**src/common/dpf_params.svh**
```systemverilog
// Lane count, lane depth and symbol width for the striped symbol FIFO
// DPF_LANES must be 2 or more for the per-lane full rule to hold
// Each lane keeps one slot free, so a lane stores 2**DPF_ADR_WIDTH - 1 symbols

`ifndef DPF_PARAMS_SVH
`define DPF_PARAMS_SVH

// Number of lane FIFOs in the bank
`define DPF_LANES 4

// Lane address width, 8 words per lane
`define DPF_ADR_WIDTH 3

// Symbol width
`define DPF_SYM_WIDTH 10

`endif

```
**src/common/dpf_pkg.sv**
```systemverilog
// Types shared by the distributor, the lanes and the collector
// Widths come from dpf_params.svh

`include "dpf_params.svh"

package dpf_pkg;

	// One symbol
	typedef logic [`DPF_SYM_WIDTH-1:0] sym_t;

	// Lane pointers and counts
	typedef logic [`DPF_ADR_WIDTH-1:0] lane_adr_t;
	typedef logic [`DPF_ADR_WIDTH:0] lane_wrds_t;

	// Lane index and total count over all lanes
	typedef logic [$clog2(`DPF_LANES)-1:0] lane_sel_t;
	typedef logic [`DPF_ADR_WIDTH+$clog2(`DPF_LANES):0] bank_wrds_t;

	// Command to one lane
	typedef enum logic [1:0]
	{
		LANE_NOP,
		LANE_WRITE,
		LANE_CLEAR
	} lane_op_e;

	typedef struct packed
	{
		lane_op_e op;
		sym_t dat;
	} lane_wr_t;

	// Lane status
	typedef struct packed
	{
		lane_wrds_t wrds; // Used words, registered
		logic ep;
		logic fl;
	} lane_sta_t;

	// Read data with its enable
	typedef struct packed
	{
		logic de;
		sym_t dat;
	} rd_rsp_t;

endpackage

```
**src/logic/lane_distributor.sv**
```systemverilog
// Spreads incoming symbols over the lanes in round-robin order
// A write to a full lane is dropped and the selector stays put
// Clear goes to every lane and returns the selector to lane 0

`timescale 1ns/100ps

`include "dpf_params.svh"

module lane_distributor
(
	input logic RST_IN, // Clock
	input logic CLK_IN, // Reset
	input logic clr,
	input logic wr,
	input dpf_pkg::sym_t wr_dat,
	input dpf_pkg::lane_sta_t [`DPF_LANES-1:0] lane_sta,
	output dpf_pkg::lane_wr_t [`DPF_LANES-1:0] lane_wr,
	output logic fl
);
	import dpf_pkg::*;

	lane_sel_t wsel; // Lane that takes the next symbol
	logic wr_ok;

	// Bank is full when the next lane is
	assign fl = lane_sta[wsel].fl;
	assign wr_ok = wr && !clr && !fl;

	// Write lane selector
	always_ff @(posedge RST_IN, posedge CLK_IN)
	begin
		if (CLK_IN)
			wsel <= '0;
		else
		begin
			if (clr)
				wsel <= '0;
			else if (wr_ok)
			begin
				if (wsel == lane_sel_t'(`DPF_LANES - 1))
					wsel <= '0;
				else
					wsel <= wsel + 1'b1;
			end
		end
	end

	// Lane commands
	always_comb
	begin
		for (int i = 0; i < `DPF_LANES; i++)
		begin
			lane_wr[i].dat = wr_dat; // Same data to every lane
			if (clr)
				lane_wr[i].op = LANE_CLEAR;
			else if (wr_ok && (wsel == lane_sel_t'(i)))
				lane_wr[i].op = LANE_WRITE;
			else
				lane_wr[i].op = LANE_NOP;
		end
	end

endmodule

```
**src/lane_fifo/lane_fifo.sv**
```systemverilog
// One lane of the bank, 2**DPF_ADR_WIDTH words with one slot kept free
// Strobes are not checked against full or empty in here
// Clear wins over write and read

`timescale 1ns/100ps

`include "dpf_params.svh"

module lane_fifo
(
	input logic RST_IN, // Clock
	input logic CLK_IN, // Reset, async active high
	input dpf_pkg::lane_wr_t lane_wr,
	input logic rd,
	output dpf_pkg::lane_sta_t sta,
	output dpf_pkg::rd_rsp_t rsp
);
	import dpf_pkg::*;

	localparam int DEPTH = 2**`DPF_ADR_WIDTH;

	sym_t mem [DEPTH];
	lane_adr_t wp; // Write pointer
	lane_adr_t rp; // Read pointer
	lane_wrds_t wrds;
	sym_t rd_dat;
	logic de;
	logic clr;
	logic ep;
	logic fl;

	assign clr = (lane_wr.op == LANE_CLEAR);

	// Write pointer, wraps at depth
	always_ff @(posedge RST_IN, posedge CLK_IN)
	begin
		if (CLK_IN)
			wp <= '0;
		else
		begin
			if (clr)
				wp <= '0;
			else if (lane_wr.op == LANE_WRITE)
				wp <= wp + 1'b1;
		end
	end

	// Read pointer
	always_ff @(posedge RST_IN, posedge CLK_IN)
	begin
		if (CLK_IN)
			rp <= '0;
		else
		begin
			if (clr)
				rp <= '0;
			else if (rd)
				rp <= rp + 1'b1;
		end
	end

	// Storage
	always_ff @(posedge RST_IN)
	begin
		if (lane_wr.op == LANE_WRITE)
			mem[wp] <= lane_wr.dat;
	end

	// Read data register
	always_ff @(posedge RST_IN)
	begin
		if (rd)
			rd_dat <= mem[rp];
	end

	// Data enable, one cycle after the read strobe
	always_ff @(posedge RST_IN, posedge CLK_IN)
	begin
		if (CLK_IN)
			de <= 1'b0;
		else
			de <= rd && !clr;
	end

	// Used words
	// Registered for timing, the flag below lags by one edge
	always_ff @(posedge RST_IN, posedge CLK_IN)
	begin
		if (CLK_IN)
			wrds <= '0;
		else
			wrds <= {1'b0, lane_adr_t'(wp - rp)}; // Modulo depth
	end

	assign ep = (wp == rp); // Combinational from pointers
	assign fl = (wrds > lane_wrds_t'(DEPTH - 2));

	assign sta = '{wrds: wrds, ep: ep, fl: fl};
	assign rsp = '{de: de, dat: rd_dat};

endmodule

```
**src/logic/lane_collector.sv**
```systemverilog
// Reads the lanes back in the same round-robin order as the distributor
// A read on an empty lane or during clear is dropped
// Read data comes back from the lane that was read one cycle earlier

`timescale 1ns/100ps

`include "dpf_params.svh"

module lane_collector
(
	input logic RST_IN, // Clock
	input logic CLK_IN, // Reset
	input logic clr,
	input logic rd,
	input dpf_pkg::lane_sta_t [`DPF_LANES-1:0] lane_sta,
	input dpf_pkg::rd_rsp_t [`DPF_LANES-1:0] lane_rsp,
	output logic [`DPF_LANES-1:0] lane_rd, // One-hot
	output dpf_pkg::rd_rsp_t rd_rsp,
	output dpf_pkg::bank_wrds_t wrds,
	output logic ep
);
	import dpf_pkg::*;

	lane_sel_t rsel; // Next lane to read
	lane_sel_t lsel; // Lane read last
	logic rd_ok;
	bank_wrds_t wrds_sum;

	// Bank is empty when the next lane is
	assign ep = lane_sta[rsel].ep;
	assign rd_ok = rd && !clr && !ep;

	// Read lane selector
	always_ff @(posedge RST_IN, posedge CLK_IN)
	begin
		if (CLK_IN)
			rsel <= '0;
		else
		begin
			if (clr)
				rsel <= '0;
			else if (rd_ok)
			begin
				if (rsel == lane_sel_t'(`DPF_LANES - 1))
					rsel <= '0;
				else
					rsel <= rsel + 1'b1;
			end
		end
	end

	// Remember which lane owns the data coming back
	always_ff @(posedge RST_IN, posedge CLK_IN)
	begin
		if (CLK_IN)
			lsel <= '0;
		else if (rd_ok)
			lsel <= rsel;
	end

	// Lane read strobes
	always_comb
	begin
		for (int i = 0; i < `DPF_LANES; i++)
			lane_rd[i] = rd_ok && (rsel == lane_sel_t'(i));
	end

	// Only the lane read last can have de high
	assign rd_rsp = lane_rsp[lsel];

	// Total of the lane counts
	always_comb
	begin
		wrds_sum = '0;
		for (int i = 0; i < `DPF_LANES; i++)
			wrds_sum = wrds_sum + bank_wrds_t'(lane_sta[i].wrds);
	end

	always_ff @(posedge RST_IN, posedge CLK_IN)
	begin
		if (CLK_IN)
			wrds <= '0;
		else
			wrds <= wrds_sum; // Second register stage after the lanes
	end

endmodule

```
**src/logic/dp_fifo_bank.sv**
```systemverilog
// Striped symbol FIFO, DPF_LANES lane FIFOs used in round-robin order
// Symbols leave in arrival order, read data follows a read by one cycle
// No back-pressure, writes when full and reads when empty are lost

`timescale 1ns/100ps

`include "dpf_params.svh"

module dp_fifo_bank
(
	input logic RST_IN, // Clock
	input logic CLK_IN, // Reset, async active high
	input logic clr,
	input logic wr,
	input dpf_pkg::sym_t wr_dat,
	input logic rd,
	output dpf_pkg::rd_rsp_t rd_rsp,
	output dpf_pkg::bank_wrds_t wrds,
	output logic ep,
	output logic fl
);
	import dpf_pkg::*;

	wire lane_wr_t [`DPF_LANES-1:0] lane_wr;
	wire lane_sta_t [`DPF_LANES-1:0] lane_sta;
	wire rd_rsp_t [`DPF_LANES-1:0] lane_rsp;
	wire [`DPF_LANES-1:0] lane_rd;

	lane_distributor lane_distributor_inst
	(
		.RST_IN (RST_IN),
		.CLK_IN (CLK_IN),
		.clr (clr),
		.wr (wr),
		.wr_dat (wr_dat),
		.lane_sta (lane_sta),
		.lane_wr (lane_wr),
		.fl (fl)
	);

	// Lane bank
	for (genvar g = 0; g < `DPF_LANES; g++)
	begin : gen_lane
		lane_fifo lane_fifo_inst
		(
			.RST_IN (RST_IN),
			.CLK_IN (CLK_IN),
			.lane_wr (lane_wr[g]),
			.rd (lane_rd[g]),
			.sta (lane_sta[g]),
			.rsp (lane_rsp[g])
		);
	end

	lane_collector lane_collector_inst
	(
		.RST_IN (RST_IN),
		.CLK_IN (CLK_IN),
		.clr (clr),
		.rd (rd),
		.lane_sta (lane_sta),
		.lane_rsp (lane_rsp),
		.lane_rd (lane_rd),
		.rd_rsp (rd_rsp),
		.wrds (wrds),
		.ep (ep)
	);

endmodule

```
**config.mk**
```make
export PLATFORM = sky130hd
export DESIGN_NAME = dp_fifo_bank
export DESIGN_NICKNAME = d
export VERILOG_FILES = /design/src/common/dpf_pkg.sv /design/src/logic/lane_distributor.sv /design/src/lane_fifo/lane_fifo.sv /design/src/logic/lane_collector.sv /design/src/logic/dp_fifo_bank.sv
export VERILOG_INCLUDE_DIRS = /design/src /design/src/common
export SDC_FILE = /design/constraint.sdc
export NUM_CORES = 1
export LEC_CHECK = 0
export ABC_AREA = 1
export BUFFER_PORTS_ARGS = -buffer_cell sky130_fd_sc_hd__buf_2
export CORE_MARGIN = 2
export CORE_UTILIZATION = 35
export CTS_CLUSTER_SIZE = 28
export DETAILED_ROUTE_END_ITERATION = 8
export PLACE_DENSITY = 0.54
export SLEW_MARGIN = 20
export SYNTH_ARGS = -nofsm -noshare
export SYNTH_HDL_FRONTEND = slang
export SYNTH_SLANG_ARGS = --single-unit
export TNS_END_PERCENT = 20
```
**constraint.sdc**
```tcl
create_clock -name RST_IN -period 4.5 [get_ports RST_IN]
set_input_delay 1.125 -clock RST_IN [delete_from_list [all_inputs] [get_ports RST_IN]]
set_output_delay 1.125 -clock RST_IN [all_outputs]
set_load 0.01 [all_outputs]
```
==> flow_summary.ini, run 1 <==
[die]
initial_core_util = 0.354
io_pins = 34
dieWidth_um = 224
dieArea_sq_um = 50100
die_h_um = 224
rows = 80
core_sq_um = 47700

[cts]
post_cts_buffers = 0
clk_latency_ns = 0.55
numCtsBuffers = 42
clk_pin_slew_worst_paths_ns = 0.06
cts_root_buffer = clkbuf_16
cts_tree = built
cts_buffer_depth = 3
htreeDepth = 2
hold_buffers = 0
cts.sinks = 411
cts_resized = 0

[run]
max-cap-violations = 0

[drt]
num_vias = 10700
via_per_inst = 5.22
drt_wl_total_um = 43500
drtAntennaViolNets = 0
drc = 0
dr.pass1.iters = 5
avgRoutedWirePerCell_um = 21.2
drt_iter0_markers = 1347

[final_layout]
regArea_sq_um = 12100
n_antenna_cell = 0
layout.nets = 1456
final_util = 0.399
areaGrowthSynthToFinish_pct = 12.7
fillers = 4490
final_layout_size_suffix_gt1_frac = 0.101
multiInputGateArea_sq_um = 4300

[logic_synthesis]
syn_inst = 1387
synth_area_sq_um = 16900
yosys.area.top_type = edfxtp_1
synth_area_leaders = edfxtp_1 (64%), dfrtp_1 (7.5%), o21ai_0 (5.3%)
yosysUniqueCellTypes = 30
synth_top_area_share = 0.639
synth-edff-count = 360
yosysSeqAreaShare = 0.714
yosysWarnings = 0
ys_ff_latch = 411
synth_ff_type = edfxtp_1
ys_async_sr_fraction = 0.124
syn_nets = 1441
synth_area_per_cell_sq_um = 12.2

[sta]
timing.fmax_mhz = 247
finalCriticalPeriod_ns = 4.05
setup_violations = 0
slew_headroom = 0.330
tns_ns = 0
fin_worst_skew_ns = 0.0119
rsz0062_at_grt = no
finalCritPeriodShare = 0.900
drv_slew = 0
hold_viol_final = 0
tightest_slew_ns = 1.01
hold_slack_ns = 0.586

[placement]
place.port_buffers = 32
place_hpwl_um = 27900
gp_congestion = 0.901

[critical_path]
path_cells = inv_1 > ha_1 > nand2_1 > nor2_1 > nand2_1 > nand3_1 > nand2_4 > inv_1 > buf_2
end_kind = primary output
cp_data_arrival_time_ns = 2.93
critPathKind = reg2out
cp-start-kind = register
slowest_stage = dfrtp_1
crit_buf_inv = 3
critPathTopFamily = flip-flops
cpPeakStageDelay_ns = 0.70
r2r_slack_ns = 1.63
cp_data_required_time_ns = 3.38
crit_fanout = 23

[power_and_ir_drop]
p_sw_mw = 2.72
p_sw_frac = 0.281
internal-power_mw = 6.97
comb_power_share = 0.166
pwr_density_cell_nw_per_um2 = 508
clockPowerShare = 0.371
p_total_mw = 9.68
irDropWorstVdd_mv = 0.242
seq_power_share = 0.463
p_leak_nw = 7.03

[grt]
gr-total-overflow = 0
grt_use_total = 0.175
antenna_found_initial = 1
grt_max_degree = 45
grt_pass1_wl_um = 65200
grt_pass1_vias = 10700

[outcome]
status = completed

[min_path]
hold_class = reg2reg
-- logic make-up after synthesis --
group           Yosys count  share of synthesized area
flops                   411                      0.714
buf+inv                 138                     0.0316
simple gates            502                      0.123
other cells               1                   0.000222
fa+ha+maj                39                     0.0328
xor+xnor                 14                    0.00725
compound gates          282                     0.0908
-- worst min-delay path, delay by kind of cell (launching register included) --
family | cells | cell delay (ns)
DFF | 1 | 0.40
and+or+nand+nor | 2 | 0.15
-- synthesized netlist by cell type (9+ instances only) --
| library cell | instances |
|---|---|
| clkbuf_1 | 61 |
| dfrtp_1 | 51 |
| edfxtp_1 | 360 |
| fa_1 | 9 |
| ha_1 | 30 |
| inv_1 | 55 |
| nand2_1 | 215 |
| nand2_2 | 10 |
| nand3_1 | 31 |
| nor2_1 | 228 |
| o21ai_0 | 180 |
| o22ai_1 | 91 |
| xnor2_1 | 10 |
-- flip-flops by register name, indices dropped and copies added (netlist names) --
register,flops
gen_lane.lane_fifo_inst.mem,320
lane_distributor_inst.wsel,2
lane_collector_inst.lsel,2
gen_lane.lane_fifo_inst.wrds,12
lane_collector_inst.rsel,2
gen_lane.lane_fifo_inst.de,4
gen_lane.lane_fifo_inst.wp,12
lane_collector_inst.wrds,5
gen_lane.lane_fifo_inst.rp,12
gen_lane.lane_fifo_inst.rd_dat,40
-- worst paths after layout --
check	from	end	depth (start not counted)
hold / removal	gen_lane[1].lane_fifo_inst.wp[0]	gen_lane[1].lane_fifo_inst.wp[0]	2
max in group asynchronous	CLK_IN	gen_lane[0].lane_fifo_inst.wp[0]	3
setup / recovery	gen_lane[3].lane_fifo_inst.rp[1]	ep	9
hold reg to reg	gen_lane[1].lane_fifo_inst.wp[0]	gen_lane[1].lane_fifo_inst.wp[0]	2
setup reg to reg	gen_lane[1].lane_fifo_inst.rp[0]	gen_lane[1].lane_fifo_inst.rd_dat[9]	6
min in group asynchronous	CLK_IN	gen_lane[2].lane_fifo_inst.rp[0]	2
-- power groups by stage --
stage / logic (mW) / registers, mW / clock network (mW)
global route: 1.77 / 4.50 / 3.81
global placement: 1.57 / 4.56 / 0
finish: 1.61 / 4.48 / 3.59
CTS: 1.60 / 4.48 / 3.66
floorplan: 1.00 / 4.51 / 0
detailed placement: 1.59 / 4.56 / 0
-- area by class of cell --
type / instances / area share
Clock buffer: 53 / 0.0600
Clock inverter: 24 / 0.0144
Inverter: 69 / 0.0140
Multi-Input combinational cell: 838 / 0.225
Sequential cell: 411 / 0.634
Tap cell: 615 / 0.0404
Timing Repair Buffer: 40 / 0.0116
-- per-layer routing --
layer  GRT usage  share of wire
met1       0.241           0.43
met2       0.278           0.46
met3      0.0331          0.071
met4      0.0613          0.030
met5           0        0.00030
-- cells in the final DEF (no fill, tap or decap), types with 2 or more instances in the layout --
master      count
nand4_1         4
o21ai_1         6
inv_1          52
clkinv_2       15
dfrtp_1        51
nand2_1       215
nor2_1        228
clkinvlp_4      3
buf_4           8
clkbuf_8        3
bufinv_16       6
clkbuf_16      43
nand2_4         2
xor2_1          4
nand3_1        31
clkinv_1        7
edfxtp_1      360
xnor2_1        10
buf_2          32
clkbuf_1        7
a21oi_1         4
fa_1            9
nand3_2         5
ha_1           30
nand3_4         4
o22ai_1        91
nand2_2        10
o21ai_0       180
inv_2           9
-- per-stage QoR --
stage	cells	worst slack (ns)	cell area, sq um
after global routing	2050	0.152	19100
after detailed placement	1973	0.940	17600
after global placement	1973	1.00	17600
after floorplan	1387	1.81	16900
after CTS	2050	0.416	19100
final	2050	0.450	19100
No activity file was read; power rests on OpenSTA's default activity.
==> run 2, diff against run 1 <==
Settings changed: MAX_ROUTING_LAYER set to met4.
==> run 2 against run 1 <==
  * Clock-buffer cell count decreased by 2
  * Combinational power about the same
  * Critical path depth unchanged
  * Utilization decreased by 0.14 points
==> flow_summary.ini, run 2 (synthesis results as in run 1) <==
[grt]
grt_pass1_vias = 10600
grt_max_degree = 46
gr-total-overflow = 0
antenna_found_initial = 0
grt_pass1_wl_um = 64600
grt_use_total = 0.179

[cts]
numCtsBuffers = 43
hold_buffers = 0
cts_buffer_depth = 3
cts_resized = 0
clk_pin_slew_worst_paths_ns = 0.06
clk_latency_ns = 0.57
htreeDepth = 2
post_cts_buffers = 0
cts_root_buffer = clkbuf_16
cts_tree = built
cts.sinks = 411

[final_layout]
layout.nets = 1457
areaGrowthSynthToFinish_pct = 12.2
regArea_sq_um = 12100
largest_registers = gen_lane.lane_fifo_inst.mem (320), gen_lane.lane_fifo_inst.rd_dat (40)
top_register = gen_lane.lane_fifo_inst.mem
multiInputGateArea_sq_um = 4300
final_cell_mix = edfxtp_1 (360), nor2_1 (228), nand2_1 (215)
largest_reg_flops = 320
instances_no_fill = 2051
fillers = 4495
final_layout_size_suffix_gt1_frac = 0.100
n_antenna_cell = 0
final_common_cell = edfxtp_1

[sta]
tns_ns = 0
setup_violations = 0
rsz0062_at_grt = no
timing.fmax_mhz = 245
tightest_slew_ns = 0.988
drv_slew = 0
fin_worst_skew_ns = 0.0286
slew_headroom = 0.337
setup_ws_ns = 0.418
finalCritPeriodShare = 0.907
hold_viol_final = 0
finalCriticalPeriod_ns = 4.08

[critical_path]
cp_data_required_time_ns = 3.38
crit_fanout = 23
endpoint = ep
worstReg2RegEnd = gen_lane[3].lane_fifo_inst.rd_dat[8]
critPathKind = reg2out
critPathTopFamily = flip-flops
crit_buf_inv = 3
cp_data_arrival_time_ns = 2.96
cpPeakStageDelay_ns = 0.72
slowest_stage = dfrtp_1
startpoint = gen_lane[3].lane_fifo_inst.rp[1]
timing.rr.start = gen_lane[3].lane_fifo_inst.rp[1]
r2r_slack_ns = 1.61
path_cells = inv_1 > ha_1 > nand2_1 > nor2_1 > nand2_1 > nand3_1 > nand2_4 > inv_1 > buf_2
end_kind = primary output
cp-start-kind = register
critical_path_cell_count = 9
r2r_cells = 9

[placement]
gp_congestion = 0.906
place.port_buffers = 32
placed_cells = 1973
place_ws_ns = 0.924
place_hpwl_um = 27700

[drt]
dr.pass1.iters = 5
drt_wl_total_um = 42900
num_vias = 10500
drtAntennaViolNets = 0
drc = 0
avgRoutedWirePerCell_um = 20.9
drt_iter0_markers = 1245
via_per_inst = 5.12

[outcome]
status = completed

[die]
io_pins = 34
dieWidth_um = 224
dieArea_sq_um = 50100
die_h_um = 224
core_sq_um = 47700
rows = 80
initial_core_util = 0.354

[power_and_ir_drop]
p_leak_nw = 7.00
irDropWorstVdd_mv = 0.271
pwr_density_cell_nw_per_um2 = 499
p_total_mw = 9.48

[run]
max-cap-violations = 0

[min_path]
hold_class = reg2reg
run 2: cell count changes in the layout (fill, tap and decap cells not counted):
cell        delta
clkinv_2       +4
bufinv_16      -3
clkbuf_8       -3
clkinv_1       +3
clkinvlp_4     -2
clkbuf_16      +1
clkinv_4       +1
clkinv_8       +1
inv_1          -1
run 2: final cells by class:
class                           instances  area share
Clock buffer                           51      0.0594
Clock inverter                         27      0.0117
Inverter                               69      0.0141
Multi-Input combinational cell        838       0.226
Sequential cell                       411       0.636
Tap cell                              615      0.0405
Timing Repair Buffer                   40      0.0116
run 2: worst min path at each step:
stage / start / end / slack (ns) / depth (start not counted)
floorplan: lane_collector_inst.rsel[0] / lane_collector_inst.rsel[0] / 0.50 / 1
global placement: lane_collector_inst.rsel[0] / lane_collector_inst.rsel[0] / 0.55 / 1
detailed placement: lane_collector_inst.rsel[0] / lane_collector_inst.rsel[0] / 0.57 / 1
CTS: lane_collector_inst.rsel[0] / lane_collector_inst.rsel[0] / 0.58 / 1
global route: lane_collector_inst.rsel[0] / lane_collector_inst.rsel[0] / 0.61 / 1
finish: gen_lane[1].lane_fifo_inst.wp[0] / gen_lane[1].lane_fifo_inst.wp[0] / 0.59 / 2
run 2: where the power goes:
| group | internal (mW) | switching, mW |
|---|---|---|
| combinational | 0.465 | 1.13 |
| sequential | 4.35 | 0.130 |
| clock | 1.96 | 1.44 |
run 2: tightest hold or removal path: cells and delay by family, from the launching register on:
family	cells	cell delay [ns]
DFF	1	0.40
and+or+nand+nor	2	0.16
run 2: metrics by stage:
| stage | cell area (sq um) | utilization | hold slack (ns) |
|---|---|---|---|
| after global routing | 19000 | 0.398 | 0.607 |
| final | 19000 | 0.398 | 0.588 |
| after floorplan | 16900 | - | 0.497 |
| after global placement | 17600 | 0.369 | 0.553 |
| after CTS | 19000 | 0.398 | 0.584 |
| after detailed placement | 17600 | 0.369 | 0.569 |
run 2: metal layers:
layer	wire, um	track usage	vias to the layer above	share of wire
met3	2510	0.0285	75	0.058
met1	19400	0.245	5157	0.45
met2	20000	0.276	343	0.47
met5	0	-	-	0
met4	1040	0.0538	0	0.024
li1	-	-	4916	-
